===== src/capture_pkg.sv =====
// capture package with trigger and glitch types and the glitch generator states
`default_nettype none

package capture_pkg;

	localparam int TRIG_IO_N      = 4;
	localparam int TRIG_COUNT_W   = 16;
	localparam int GLITCH_OFFS_W  = 16;
	localparam int GLITCH_WIDTH_W = 8;

	typedef logic [TRIG_IO_N-1:0]      trig_mask_t;     // io1 in bit 0
	typedef logic [TRIG_COUNT_W-1:0]   trig_count_t;
	typedef logic [GLITCH_OFFS_W-1:0]  glitch_offset_t; // cycles after trigger
	typedef logic [GLITCH_WIDTH_W-1:0] glitch_width_t;  // pulse cycles

	typedef enum logic [1:0] {
		G_IDLE  = 2'd0,
		G_ARMED = 2'd1,
		G_WAIT  = 2'd2, // counting the offset
		G_PULSE = 2'd3
	} glitch_state_e;

	// and_mode lands in bit 4, mask in bits 3..0
	typedef struct packed {
		logic       and_mode;
		trig_mask_t mask;
	} trig_cfg_t;

endpackage

`default_nettype wire


===== src/reg_bus_pkg.sv =====
// register bus package with widths, request and response structs and the register address map
`default_nettype none

package reg_bus_pkg;

	localparam int ADDR_W = 6;
	localparam int DATA_W = 8;
	localparam int BCNT_W = 4;

	// strobe synchronizer depth
	localparam int SYNC_STAGES = 2;

	typedef logic [ADDR_W-1:0] reg_addr_t;
	typedef logic [DATA_W-1:0] reg_data_t;
	typedef logic [BCNT_W-1:0] bytecnt_t; // byte index within a register

	// request from the bridge, seen by every peer
	typedef struct packed {
		reg_addr_t addr;
		bytecnt_t  bytecnt;
		reg_data_t wdata;
		logic      read;      // single cycle
		logic      write;     // single cycle
		logic      addrvalid; // chip enable held low
	} reg_req_t;

	// peers drive zero outside their own addresses
	typedef struct packed {
		reg_data_t rdata;
	} reg_rsp_t;

	// trigger controller
	localparam reg_addr_t ADDR_TRIG_CFG   = 6'd8;
	localparam reg_addr_t ADDR_TRIG_COUNT = 6'd9;  // 2 bytes, read only

	// glitch generator
	localparam reg_addr_t ADDR_GLITCH_OFFSET = 6'd16; // 2 bytes
	localparam reg_addr_t ADDR_GLITCH_WIDTH  = 6'd17;
	localparam reg_addr_t ADDR_GLITCH_CTRL   = 6'd18; // bit 0 arm

endpackage

`default_nettype wire

===== src/capture_top.sv =====
// capture front end top joining the host bridge, trigger controller and glitch generator
`timescale 1ns/100ps
`default_nettype none

module capture_top (
	input  wire                         clk_usb,
	input  wire                         arst_n_i,
	input  wire [7:0]                   usb_addr_i,
	input  wire reg_bus_pkg::reg_data_t usb_data_i,
	output reg_bus_pkg::reg_data_t      usb_data_o,
	output logic                        usb_data_oe_o,
	input  wire                         usb_rdn_i,
	input  wire                         usb_wrn_i,
	input  wire                         usb_cen_i,
	input  wire                         usb_alen_i,
	input  wire [3:0]                   target_io_i,
	output logic                        trigger_o,
	output logic                        glitch_o,
	output logic                        armed_led_o
);

	reg_bus_pkg::reg_req_t reg_req;
	reg_bus_pkg::reg_rsp_t trig_rsp;
	reg_bus_pkg::reg_rsp_t glitch_rsp;

	host_bus_bridge u_bridge (
		.clk_usb       (clk_usb),
		.arst_n_i      (arst_n_i),
		.usb_addr_i    (usb_addr_i),
		.usb_data_i    (usb_data_i),
		.usb_data_o    (usb_data_o),
		.usb_data_oe_o (usb_data_oe_o),
		.usb_rdn_i     (usb_rdn_i),
		.usb_wrn_i     (usb_wrn_i),
		.usb_cen_i     (usb_cen_i),
		.usb_alen_i    (usb_alen_i),
		.req_o         (reg_req),
		.rdata_i       (trig_rsp.rdata | glitch_rsp.rdata) // peers are zero off their range
	);

	trigger_ctrl u_trigger (
		.clk_usb     (clk_usb),
		.arst_n_i    (arst_n_i),
		.req_i       (reg_req),
		.rsp_o       (trig_rsp),
		.target_io_i (target_io_i),
		.trigger_o   (trigger_o)
	);

	glitch_gen u_glitch (
		.clk_usb   (clk_usb),
		.arst_n_i  (arst_n_i),
		.req_i     (reg_req),
		.rsp_o     (glitch_rsp),
		.trigger_i (trigger_o),
		.glitch_o  (glitch_o),
		.armed_o   (armed_led_o)
	);

endmodule

`default_nettype wire


===== src/glitch_gen.sv =====
// glitch generator that fires a pulse of set width a set offset after an armed trigger edge
`timescale 1ns/100ps
`default_nettype none

module glitch_gen (
	input  wire                        clk_usb,
	input  wire                        arst_n_i,
	input  wire reg_bus_pkg::reg_req_t req_i,
	output reg_bus_pkg::reg_rsp_t      rsp_o,
	input  wire                        trigger_i,
	output logic                       glitch_o,
	output logic                       armed_o
);

	capture_pkg::glitch_state_e  state_q;
	capture_pkg::glitch_offset_t offset_q;
	capture_pkg::glitch_width_t  width_q;
	capture_pkg::glitch_offset_t cnt_q;   // shared by offset and width phases
	capture_pkg::glitch_offset_t width_ext;
	logic trig_d;
	logic trig_rise;
	logic offs_sel;
	logic width_sel;
	logic ctrl_sel;
	logic arm_wr;

	assign offs_sel  = req_i.addrvalid && (req_i.addr == reg_bus_pkg::ADDR_GLITCH_OFFSET);
	assign width_sel = req_i.addrvalid && (req_i.addr == reg_bus_pkg::ADDR_GLITCH_WIDTH);
	assign ctrl_sel  = req_i.addrvalid && (req_i.addr == reg_bus_pkg::ADDR_GLITCH_CTRL);
	assign arm_wr    = req_i.write && ctrl_sel && req_i.bytecnt == '0;

	assign trig_rise = trigger_i & ~trig_d;
	assign width_ext = capture_pkg::glitch_offset_t'(width_q);
	assign armed_o   = (state_q == capture_pkg::G_ARMED);

	always_ff @(posedge clk_usb or negedge arst_n_i) begin
		if (!arst_n_i) begin
			offset_q <= '0;
			width_q  <= '0;
		end else if (req_i.write) begin
			if (offs_sel && req_i.bytecnt == 4'd0)
				offset_q[7:0] <= req_i.wdata; // little endian
			if (offs_sel && req_i.bytecnt == 4'd1)
				offset_q[15:8] <= req_i.wdata;
			if (width_sel && req_i.bytecnt == 4'd0)
				width_q <= req_i.wdata;
		end
	end

	always_ff @(posedge clk_usb or negedge arst_n_i) begin
		if (!arst_n_i) begin
			state_q  <= capture_pkg::G_IDLE;
			cnt_q    <= '0;
			glitch_o <= 1'b0;
			trig_d   <= 1'b0;
		end else begin
			trig_d <= trigger_i;
			case (state_q)
				capture_pkg::G_IDLE: begin
					if (arm_wr && req_i.wdata[0])
						state_q <= capture_pkg::G_ARMED;
				end
				capture_pkg::G_ARMED: begin
					cnt_q <= capture_pkg::glitch_offset_t'(1);
					if (trig_rise) begin
						if (width_q == '0) begin
							state_q <= capture_pkg::G_IDLE; // zero width fires nothing
						end else if (offset_q == '0) begin
							state_q  <= capture_pkg::G_PULSE;
							glitch_o <= 1'b1;
						end else begin
							state_q <= capture_pkg::G_WAIT;
						end
					end else if (arm_wr && !req_i.wdata[0]) begin
						state_q <= capture_pkg::G_IDLE; // disarm from host
					end
				end
				capture_pkg::G_WAIT: begin
					if (cnt_q >= offset_q) begin
						state_q  <= capture_pkg::G_PULSE;
						glitch_o <= 1'b1;
						cnt_q    <= capture_pkg::glitch_offset_t'(1);
					end else begin
						cnt_q <= cnt_q + 1'b1;
					end
				end
				capture_pkg::G_PULSE: begin
					if (cnt_q >= width_ext) begin
						state_q  <= capture_pkg::G_IDLE; // arm cleared until the host re-arms
						glitch_o <= 1'b0;
					end else begin
						cnt_q <= cnt_q + 1'b1;
					end
				end
				default: state_q <= capture_pkg::G_IDLE;
			endcase
		end
	end

	always_comb begin
		rsp_o.rdata = '0;
		if (offs_sel && req_i.bytecnt == 4'd0)
			rsp_o.rdata = offset_q[7:0];
		else if (offs_sel && req_i.bytecnt == 4'd1)
			rsp_o.rdata = offset_q[15:8];
		else if (width_sel && req_i.bytecnt == 4'd0)
			rsp_o.rdata = width_q;
		else if (ctrl_sel && req_i.bytecnt == 4'd0)
			rsp_o.rdata = {7'b0000000, armed_o}; // arm reads back the live state
	end

endmodule

`default_nettype wire


===== src/trigger_ctrl.sv =====
// trigger controller that masks and combines the target io lines and counts trigger edges
`timescale 1ns/100ps
`default_nettype none

module trigger_ctrl (
	input  wire                        clk_usb,
	input  wire                        arst_n_i,
	input  wire reg_bus_pkg::reg_req_t req_i,
	output reg_bus_pkg::reg_rsp_t      rsp_o,
	input  wire [3:0]                  target_io_i,
	output logic                       trigger_o
);

	capture_pkg::trig_cfg_t   cfg_q;
	capture_pkg::trig_mask_t  masked;
	capture_pkg::trig_count_t count_q;
	logic trig_next;
	logic cfg_sel;
	logic cnt_sel;

	assign cfg_sel = req_i.addrvalid && (req_i.addr == reg_bus_pkg::ADDR_TRIG_CFG);
	assign cnt_sel = req_i.addrvalid && (req_i.addr == reg_bus_pkg::ADDR_TRIG_COUNT);
	assign masked  = target_io_i & cfg_q.mask;

	always_comb begin
		if (cfg_q.mask == '0)
			trig_next = 1'b0; // nothing enabled
		else if (cfg_q.and_mode)
			trig_next = &(target_io_i | ~cfg_q.mask); // disabled lines count as high
		else
			trig_next = |masked;
	end

	always_ff @(posedge clk_usb or negedge arst_n_i) begin
		if (!arst_n_i) begin
			cfg_q <= '0;
		end else if (req_i.write && cfg_sel && req_i.bytecnt == '0) begin
			cfg_q <= capture_pkg::trig_cfg_t'(req_i.wdata[$bits(capture_pkg::trig_cfg_t)-1:0]);
		end
	end

	// counter steps on the same edge that raises trigger_o
	always_ff @(posedge clk_usb or negedge arst_n_i) begin
		if (!arst_n_i) begin
			trigger_o <= 1'b0;
			count_q   <= '0;
		end else begin
			trigger_o <= trig_next;
			if (trig_next && !trigger_o)
				count_q <= count_q + 1'b1; // wraps
		end
	end

	always_comb begin
		rsp_o.rdata = '0;
		if (cfg_sel && req_i.bytecnt == '0) begin
			rsp_o.rdata = {3'b000, cfg_q};
		end else if (cnt_sel) begin
			case (req_i.bytecnt)
				4'd0:    rsp_o.rdata = count_q[7:0];
				4'd1:    rsp_o.rdata = count_q[15:8];
				default: rsp_o.rdata = '0;
			endcase
		end
	end

endmodule

`default_nettype wire


===== src/host_bus_bridge.sv =====
// host bridge that synchronizes the host strobe bus and turns it into register bus requests
`timescale 1ns/100ps
`default_nettype none

module host_bus_bridge (
	input  wire                         clk_usb,
	input  wire                         arst_n_i,
	input  wire [7:0]                   usb_addr_i,
	input  wire reg_bus_pkg::reg_data_t usb_data_i,
	output reg_bus_pkg::reg_data_t      usb_data_o,
	output logic                        usb_data_oe_o,
	input  wire                         usb_rdn_i,
	input  wire                         usb_wrn_i,
	input  wire                         usb_cen_i,
	input  wire                         usb_alen_i,
	output reg_bus_pkg::reg_req_t       req_o,
	input  wire reg_bus_pkg::reg_data_t rdata_i
);

	// strobe bit 3 alen, 2 cen, 1 wrn, 0 rdn
	logic [3:0] strobe_n;
	logic [reg_bus_pkg::SYNC_STAGES-1:0][3:0] sync_q;
	logic [3:0] strobe_s;  // synchronized, still active low
	logic [3:0] strobe_d;  // one cycle older
	logic [3:0] fall;

	reg_bus_pkg::reg_addr_t addr_q;
	reg_bus_pkg::bytecnt_t  bcnt_q;
	reg_bus_pkg::reg_data_t wdata_q;
	logic rd_q;
	logic wr_q;
	logic oe_q;

	assign strobe_n = {usb_alen_i, usb_cen_i, usb_wrn_i, usb_rdn_i};
	assign strobe_s = sync_q[reg_bus_pkg::SYNC_STAGES-1];
	assign fall     = strobe_d & ~strobe_s;

	always_ff @(posedge clk_usb or negedge arst_n_i) begin
		if (!arst_n_i) begin
			sync_q   <= '1; // strobes idle high
			strobe_d <= '1;
		end else begin
			sync_q   <= {sync_q[reg_bus_pkg::SYNC_STAGES-2:0], strobe_n};
			strobe_d <= strobe_s;
		end
	end

	// strobe pulses land on the third edge that sees the strobe low
	always_ff @(posedge clk_usb or negedge arst_n_i) begin
		if (!arst_n_i) begin
			rd_q   <= 1'b0;
			wr_q   <= 1'b0;
			addr_q <= '0;
			bcnt_q <= '0;
			oe_q   <= 1'b0;
		end else begin
			rd_q <= fall[0] & ~strobe_s[2]; // no access while CEn high
			wr_q <= fall[1] & ~strobe_s[2];

			if (fall[3]) begin
				addr_q <= usb_addr_i[reg_bus_pkg::ADDR_W-1:0];
				bcnt_q <= '0;
			end else if (rd_q || wr_q) begin
				bcnt_q <= bcnt_q + 1'b1; // next byte of a multi-byte register
			end

			if (rd_q)
				oe_q <= 1'b1;
			else if (strobe_s[0])
				oe_q <= 1'b0;
		end
	end

	always_ff @(posedge clk_usb) begin
		if (fall[1])
			wdata_q <= usb_data_i; // captured along with the write pulse
		if (rd_q)
			usb_data_o <= rdata_i;
	end

	// drop the enable as soon as RDn is seen high again
	assign usb_data_oe_o = oe_q & ~strobe_s[0];

	assign req_o = '{
		addr:      addr_q,
		bytecnt:   bcnt_q,
		wdata:     wdata_q,
		read:      rd_q,
		write:     wr_q,
		addrvalid: ~strobe_s[2]
	};

endmodule

`default_nettype wire


===== config.mk =====
export PLATFORM = sky130hd
export DESIGN_NAME = capture_top
export DESIGN_NICKNAME = d
export VERILOG_FILES = /design/src/capture_pkg.sv /design/src/reg_bus_pkg.sv /design/src/capture_top.sv /design/src/glitch_gen.sv /design/src/trigger_ctrl.sv /design/src/host_bus_bridge.sv
export SDC_FILE = /design/constraint.sdc
export NUM_CORES = 1
export LEC_CHECK = 0
export ABC_AREA = 1
export CORE_ASPECT_RATIO = 0.6
export CORE_MARGIN = 10
export CORE_UTILIZATION = 45
export DETAILED_ROUTE_END_ITERATION = 10
export DONT_BUFFER_PORTS = 1
export GPL_ROUTABILITY_DRIVEN = 0
export SYNTH_ARGS = -nofsm -noshare
export SYNTH_HDL_FRONTEND = slang
export SYNTH_SLANG_ARGS = --single-unit

===== constraint.sdc =====
create_clock -name clk_usb -period 5 [get_ports clk_usb]
set_input_delay 0.25 -clock clk_usb [delete_from_list [all_inputs] [get_ports clk_usb]]
set_output_delay 0.25 -clock clk_usb [all_outputs]
set_load 0.02 [all_outputs]

==> results of run 1 <==
==> kinds of logic (layout without fill, tap and decap cells) <==
| group | after synthesis | after routing | synth area share |
|---|---|---|---|
| xor+xnor | 26 | 26 | 0.0385 |
| simple gates | 328 | 328 | 0.250 |
| fa+ha+maj | 29 | 29 | 0.0613 |
| flops | 106 | 106 | 0.464 |
| compound gates | 115 | 115 | 0.110 |
| buf+inv | 112 | 132 | 0.0761 |
==> Yosys cell counts (2+ instances only) <==
| library cell | count | area share |
|---|---|---|
| nand2_1 | 194 | 0.12 |
| inv_1 | 93 | 0.059 |
| dfrtp_1 | 79 | 0.33 |
| nor2_1 | 46 | 0.029 |
| o21ai_0 | 36 | 0.030 |
| o21ai_1 | 31 | 0.026 |
| ha_1 | 29 | 0.061 |
| nand3_1 | 27 | 0.023 |
| xor2_1 | 25 | 0.037 |
| a21oi_1 | 19 | 0.016 |
| nand4_1 | 19 | 0.020 |
| edfxtp_1 | 16 | 0.081 |
| nor3_1 | 15 | 0.013 |
| dfstp_2 | 11 | 0.049 |
| inv_2 | 8 | 0.0051 |
| o21ai_2 | 8 | 0.012 |
| o22ai_1 | 8 | 0.0085 |
| buf_2 | 5 | 0.0042 |
| nand2_2 | 4 | 0.0042 |
| nand2_4 | 4 | 0.0076 |
| nor2_2 | 4 | 0.0042 |
| nor2_4 | 4 | 0.0076 |
| a221oi_1 | 3 | 0.0044 |
| buf_6 | 3 | 0.0057 |
| o211ai_1 | 3 | 0.0038 |
| o31ai_1 | 3 | 0.0038 |
| nand3_2 | 2 | 0.0034 |
| nor4_1 | 2 | 0.0021 |
| o21bai_1 | 2 | 0.0025 |
==> path summary, 6_finish.rpt <==
check | endpoint | slack, ns | depth (start not counted)
worst min-delay path | u_bridge.addr_q[0] | 0.005 | 2
min in group asynchronous | u_glitch.offset_q[7] | 0.45 | 2
worst max-delay path | u_glitch.cnt_q[12] | 2.73 | 11
worst min register to register | u_bridge.strobe_s[0] | 0.36 | 0
max in group asynchronous | u_bridge.strobe_d[0] | 4.17 | 2
worst max register to register | u_glitch.cnt_q[12] | 2.73 | 11
==> critical path, cell delays in order (launching register included) <==
cell and delay [ns]:
dfrtp_1 0.52, ha_1 0.37, nand2_1 0.09, inv_1 0.04, nand2_1 0.05, nand2_1 0.04
nand2_1 0.05, nand4_1 0.12, nand2_1 0.09, nand2_1 0.34, inv_2 0.32, o21ai_1 0.10
==> metal layers <==
| metal | wire [µm] | vias to the layer above | part of all wire | GRT usage |
|---|---|---|---|---|
| met5 | 0 | - | 0 | 0 |
| met4 | 104 | 0 | 0.0070 | 0.0340 |
| met3 | 1550 | 14 | 0.10 | 0.0492 |
| met2 | 5700 | 197 | 0.38 | 0.213 |
| met1 | 7530 | 2261 | 0.51 | 0.267 |
| li1 | - | 2364 | - | - |
==> what timing repair did <==
item	in CTS	in global routing
hold endpoints to repair	102	0
hold buffers	14	0
endpoints found under the setup margin	0	0
==> power groups by stage <==
| stage | Clock [mW] | Combinational, mW | Sequential [mW] |
|---|---|---|---|
| floorplan | 0 | 0.391 | 1.06 |
| global placement | 0 | 0.490 | 1.09 |
| detailed placement | 0 | 0.503 | 1.09 |
| CTS | 0.759 | 0.532 | 1.07 |
| global route | 0.800 | 0.612 | 1.09 |
| finish | 0.742 | 0.534 | 1.08 |
==> layout make-up <==
type                       count  area [µm²]  area share
tap                          170         213      0.0326
clock inverter                 7        88.8      0.0136
timing repair buffer          14         158      0.0241
clock buffer                   9         225      0.0345
sequential                   106        2750       0.420
multi-input combinational    498        2720       0.416
inverter                     102         383      0.0586
==> flip-flops by register name, indices dropped and copies added (netlist names), 5 cells and up, named ones only <==
name,cells
u_glitch.width_q,8
u_bridge.wdata_q,8
u_trigger.count_q,16
u_bridge.addr_q,6
u_trigger.cfg_q,5
u_glitch.offset_q,16
u_glitch.cnt_q,16
u_bridge.usb_data_o,8
==> stage by stage <==
step	util	std cells	power [mW]	hold WS [ns]
6_report	0.508	906	2.35	0.00509
4_1_cts	0.508	906	2.37	0.00115
2_1_floorplan	-	716	1.45	-0.0456
5_1_grt	0.508	906	2.50	0.0155
3_3_place_gp	0.472	876	1.58	-0.0386
3_5_place_dp	0.472	876	1.59	-0.0388
==> results.md, run 1 <==
- Leak: between 3 and 4 nW
- Post-synthesis async set-or-reset flop share: 0.849
- Ys Warns: 0
- Syn Inst Count: 716
- Cell Int Power: 1.50 mW
- Post-synth EDFFs: 16
- Critical path capture point type: flop
- TritonCTS clock tree: done
- Wire length of the first global-routing pass: between 20 and 25 mm
- Clock Path Buffers: 2
- Prevailing post-synth register cell: dfrtp_1
- Net Count, Synth: 771
- Critical path data arrival time: around 2.5 ns
- Die ar.: roughly 18000 µm²
- Max-cap violation count: 0
- Via-per-instance ratio: approximately 5.3
- Final clock skew: around 0.013 ns
- Status: complete, no violations
- Sequential Power Share: 0.458
- Clock slew seen by the registers of the worst setup and hold paths: 0.08 ns
- Vias: 4836
- Row count: 32
- Combinational power share: 0.227
- Setup ws final: 2.73 ns
- Drt drc: 0
- Nets: 786
- Period utilization: 0.453
- Flops & latches, synth: roughly 110
- Post-synth cell types: 42
- Routed WL per cell: roughly 16 µm
- Max-slew headroom: 0.398
- Share of layout cells above drive strength 1: 0.0897
- I/O Buffers: 0
- Dpl ws: around 2.8 ns
- Area growth syn-to-layout: 10.4%
- Clock power frac: 0.315
- Most common cell after layout, fill and taps aside: nand2_1
- Placed Area: 6060 µm²
- Crit path max fanout: 14
- Worst-margin pin slew: about 0.90 ns
- RSZ-0062 raised after global routing: false
- Overflow after GRT: 0
- Initial Util: 0.460
- Initial drt markers: 420
- Final Hold Viols: 0
- Sequential share of the synthesized area: 0.464
- Gr usage total: 0.168
- CTS Buf Count: 9
- Mapped Area: 5920 µm²
- Vias in the first global route: about 4500
- CTS root buf: clkbuf_16
- Worst EP required: 5.25 ns
- P per Cell Area: approximately 360 nW/µm²
- Final instance area: ~6500 µm²
- Largest net degree at the start of global routing: between 90 and 100
- Final Max Tran Viols: 0
- Most frequent cells in the layout: nand2_1, inv_1, dfrtp_1
- Number of setup buffers added after CTS: 0
- Hold path startpoint: usb_addr_i[0]
- # setup viols final: 0
- DP HPWL: between 10 and 15 mm
- Antenna viol nets, final: 0
- HP Class: in2reg
- Crit path from: u_glitch.cnt_q[3]
- H-tree levels: 3
- Core box area: about 13000 µm²
- Diodes inserted: 0
- Worst r2r src: u_glitch.cnt_q[3]
- Peak supply drop: between 0.00015 and 0.0002 V
- CTS Sinks: between 100 and 150
- Filler cells: 1217
- Io pins: 38
- Die height: between 100 and 150 µm
- Switching power: between 0.8 and 0.9 mW
- Clk Latency, worst-skew pair: 0.36 ns
- Final min period: 2.27 ns
- Crit path kind: reg2reg
- Fmax: between 400 and 500 MHz
- Total routed wirelength: about 15 mm
- Worst Setup Start Kind: flop
- Mapped Avg Cell Area: about 8.3 µm²
- Initial antenna violation count: 0
- Post_cts resized: 0
- Sw frac: 0.362
- Setup TNS Final: 0 ns
- Die Wd: between 150 and 200 µm
- Pre-Repair DR Iteration Count: 9
Power figures use the tool's default switching activity.
==> inputs of run 2 (changes only) <==
Settings changed: ABC_AREA 1 to 0.
Clock period 5 ns to 2.15 ns, I/O delays scaled along.
==> run 2 against run 1 <==
Against the previous run: critical path depth is 3 lower; utilization is 10 points higher; first-iteration DRC count is 7.1% lower; synthesized area is 8.2% lower; combinational power is 74% higher; sequential power is 110% higher; the run now ends with negative hold slack, negative setup slack left; worst hold slack worse by 0.57 ns; clock skew is 0.0018 ns lower; non-clock buffer count is 87 higher; sequential share of layout area is 3.2 points lower; critical endpoint is now u_glitch.cnt_q[7].
==> results.md, run 2 <==
- Leak: 3.10 nW (about the same)
- Most common cell after layout, fill and taps aside: dfrtp_1 (was nand2_1)
- Mapped Avg Cell Area: 11.1 µm² (was 8.26 µm²)
- Final clock skew: 0.0111 ns (was 0.0128 ns)
- Core box area: 11600 µm² (was 12900 µm²)
- Post-layout util: 0.612 (was 0.508)
- Gr usage total: 0.179 (was 0.168)
- Initial Util: 0.470 (was 0.460)
- Sequential share of the synthesized area: 0.506 (was 0.464)
- Pre-Repair DR Iteration Count: 6 (was 9)
- Largest cells by area after synthesis: dfrtp_1, edfxtp_1, mux2_2 (was dfrtp_1, nand2_1, edfxtp_1)
- Net Count, Synth: 545 (was 771)
- Mapped Area: 5430 µm² (was 5920 µm²)
- Post-synth cell types: 60 (was 42)
- Synth top cells by count: dfrtp_1, mux2_2, inv_1, nand2_1, ha_1 (was nand2_1, inv_1, dfrtp_1, nor2_1, o21ai_0)
- Critical path capture point type: flop (unchanged)
- Max-slew headroom: 0.489 (was 0.398)
- Slowest CP cell: a311oi_2 (was dfrtp_1)
- Wire length of the first global-routing pass: 23.9 mm (was 24.7 mm)
- Status: finished with violations (was complete, no violations)
- Diodes inserted: 0 (unchanged)
- Final min period: 2.34 ns (was 2.27 ns)
- Final hold slack: -0.562 ns (was 0.00509 ns)
- Largest net degree at the start of global routing: 91 (unchanged)
- Clock slew seen by the registers of the worst setup and hold paths: 0.08 ns (about the same)
- Post-synth EDFFs: 16 (unchanged)
- Antenna viol nets, final: 0 (unchanged)
- Ys Warns: 0 (unchanged)
- Final Max Tran Viols: 0 (unchanged)
- Die Wd: 162 µm (was 168 µm)
- Setup ws final: -0.189 ns (was 2.73 ns)
- I/O Buffers: 0 (unchanged)
- Final Power: 4.87 mW (was 2.35 mW)
- P per Cell Area: 689 nW/µm² (was 360 nW/µm²)
- Hold buffers post-CTS: 18 (was 14)
- Most frequent cells in the layout: dfrtp_1, buf_4, mux2_2 (was nand2_1, inv_1, dfrtp_1)
- Worst-margin pin slew: 0.766 ns (was 0.900 ns)
- Fmax: 428 MHz (was 441 MHz)
- Area share of the largest cell type after synthesis: 0.364 (was 0.334)
- Vias in the first global route: 4269 (was 4455)
- Prevailing post-synth register cell: dfrtp_1 (unchanged)
- Biggest regs: u_glitch.cnt_q: 16 flops, u_glitch.offset_q: 16 flops, u_trigger.count_q: 16 flops (unchanged)
- Crit path kind: reg2reg (unchanged)
- Worst EP required: 2.37 ns (was 5.25 ns)
- # setup viols final: 18 (was 0)
- Post-synthesis async set-or-reset flop share: 0.849 (unchanged)
- Crit-path cells: inv_1, ha_1, nand4_1, buf_4, a311oi_2, or4_4, o21ai_2, a211o_1 (was ha_1, nand2_1, inv_1, nand2_1, nand2_1, nand2_1, nand4_1, nand2_1, nand2_1, inv_2, o21ai_1)
- CTS Sinks: 106 (unchanged)
- Die height: 105 µm (was 109 µm)
- Period utilization: 1.09 (was 0.453)
- Initial antenna violation count: 0 (unchanged)
- Flops & latches, synth: 106 (unchanged)
- Via-per-instance ratio: 5.85 (was 5.34)
- Die ar.: 17000 µm² (was 18300 µm²)
- Peak supply drop: 0.000378 V (was 0.000169 V)
- RSZ-0062 raised after global routing: true (was false)
- Crit path max fanout: 5 (was 14)
- Drt drc: 0 (unchanged)
- Critical path data arrival time: 2.56 ns (was 2.51 ns)
- HP Class: in2async (was in2reg)
- TritonCTS clock tree: done (unchanged)
- Failing checks: negative hold slack, negative setup slack
- Overflow after GRT: 0 (unchanged)
- Initial drt markers: 390 (was 420)
- Final instance area: 7070 µm² (was 6530 µm²)
- Routed WL per cell: 20.8 µm (was 16.4 µm)
- Vias: 4405 (was 4836)
- CTS root buf: clkbuf_16 (unchanged)
- Io pins: 38 (unchanged)
- Most common cell in the netlist: dfrtp_1 (was nand2_1)
- Clock Path Buffers: 2 (unchanged)
- Total routed wirelength: 15.7 mm (was 14.9 mm)
- Max-cap violation count: 0 (unchanged)
- DP HPWL: 11.1 mm (was 11.4 mm)
- Filler cells: 970 (was 1217)
- Share of layout cells above drive strength 1: 0.363 (was 0.0897)
- H-tree levels: 3 (unchanged)
- Clk Latency, worst-skew pair: 0.36 ns (about the same)
- Cell taking the most area after synthesis: dfrtp_1 (unchanged)
- R2r setup slk: -0.19 ns (was 2.73 ns)
- Final Hold Viols: 90 (was 0)
- Dpl ws: -0.260 ns (was 2.76 ns)
- CTS Buf Count: 9 (unchanged)
- Row count: 30 (was 32)
- CP peak stage delay: 0.41 ns (was 0.52 ns)
- Nets: 643 (was 786)
- Area growth syn-to-layout: 30.1% (was 10.4%)
- Worst Setup Start Kind: flop (unchanged)
- Placed Area: 6150 µm² (was 6060 µm²)
- Syn Inst Count: 490 (was 716)
[run 2: critical path, delay by kind of cell, from the launching register on]
kind | cells | cell delay (ns)
flops | 1 | 0.37
buf+inv | 2 | 0.26
fa+ha+maj | 1 | 0.30
compound gates | 3 | 0.80
simple gates | 2 | 0.47
[run 2: layout make-up]
cell class	instances	area, µm²	share of cell area
inverter	30	113	0.0159
timing repair buffer	101	845	0.119
tap	160	200	0.0283
clock inverter	7	81.3	0.0115
sequential	106	2750	0.388
clock buffer	9	225	0.0319
multi-input combinational	340	2860	0.405
[run 2: worst paths after layout]
path | from | endpoint | depth (start not counted)
max | u_glitch.offset_q[9] | u_glitch.cnt_q[7] | 8
min | arst_n_i | u_glitch.cnt_q[12] | 0
max reg2reg | u_glitch.offset_q[9] | u_glitch.cnt_q[7] | 8
min reg2reg | u_bridge.sync_q[3] | u_bridge.strobe_s[3] | 0
max in group asynchronous | arst_n_i | u_bridge.strobe_d[3] | 0
min in group clk_usb | target_io_i[3] | u_trigger.trigger_o | 2
[run 2: per-layer routing]
metal,track usage,part of all wire
met5,0,0
met4,0.0382,0.011
met3,0.0588,0.091
met2,0.235,0.41
met1,0.273,0.49
[run 2: logic make-up after synthesis]
group                    share of synthesized area
XOR/XNOR                                    0.0355
AND/OR/NAND/NOR                              0.156
AO/OA/AOI/OAI                                0.127
multiplexers                                0.0765
flip-flops                                   0.506
buffers and inverters                       0.0325
adder cells (fa/ha/maj)                     0.0668
[run 2: power breakdown]
group | internal (mW) | switching, mW | total, mW
logic | 0.451 | 0.476 | 0.927
registers | 2.16 | 0.114 | 2.27
clock network | 0.833 | 0.843 | 1.68
[run 2: metrics by stage]
stage                     cells  TNS [ns]
after CTS                   746     -1.67
after detailed placement    709     -3.34
final                       753     -2.38
after global routing        753     -3.22
after global placement      709     -2.16
after floorplan             490         0
[run 2: what timing repair did]
action,CTS,global route
hold endpoints to repair,108,90
pin swaps,11,8
gates cloned,1,1
setup buffers,2,6
resized for setup,30,45
endpoints found under the setup margin,24,35
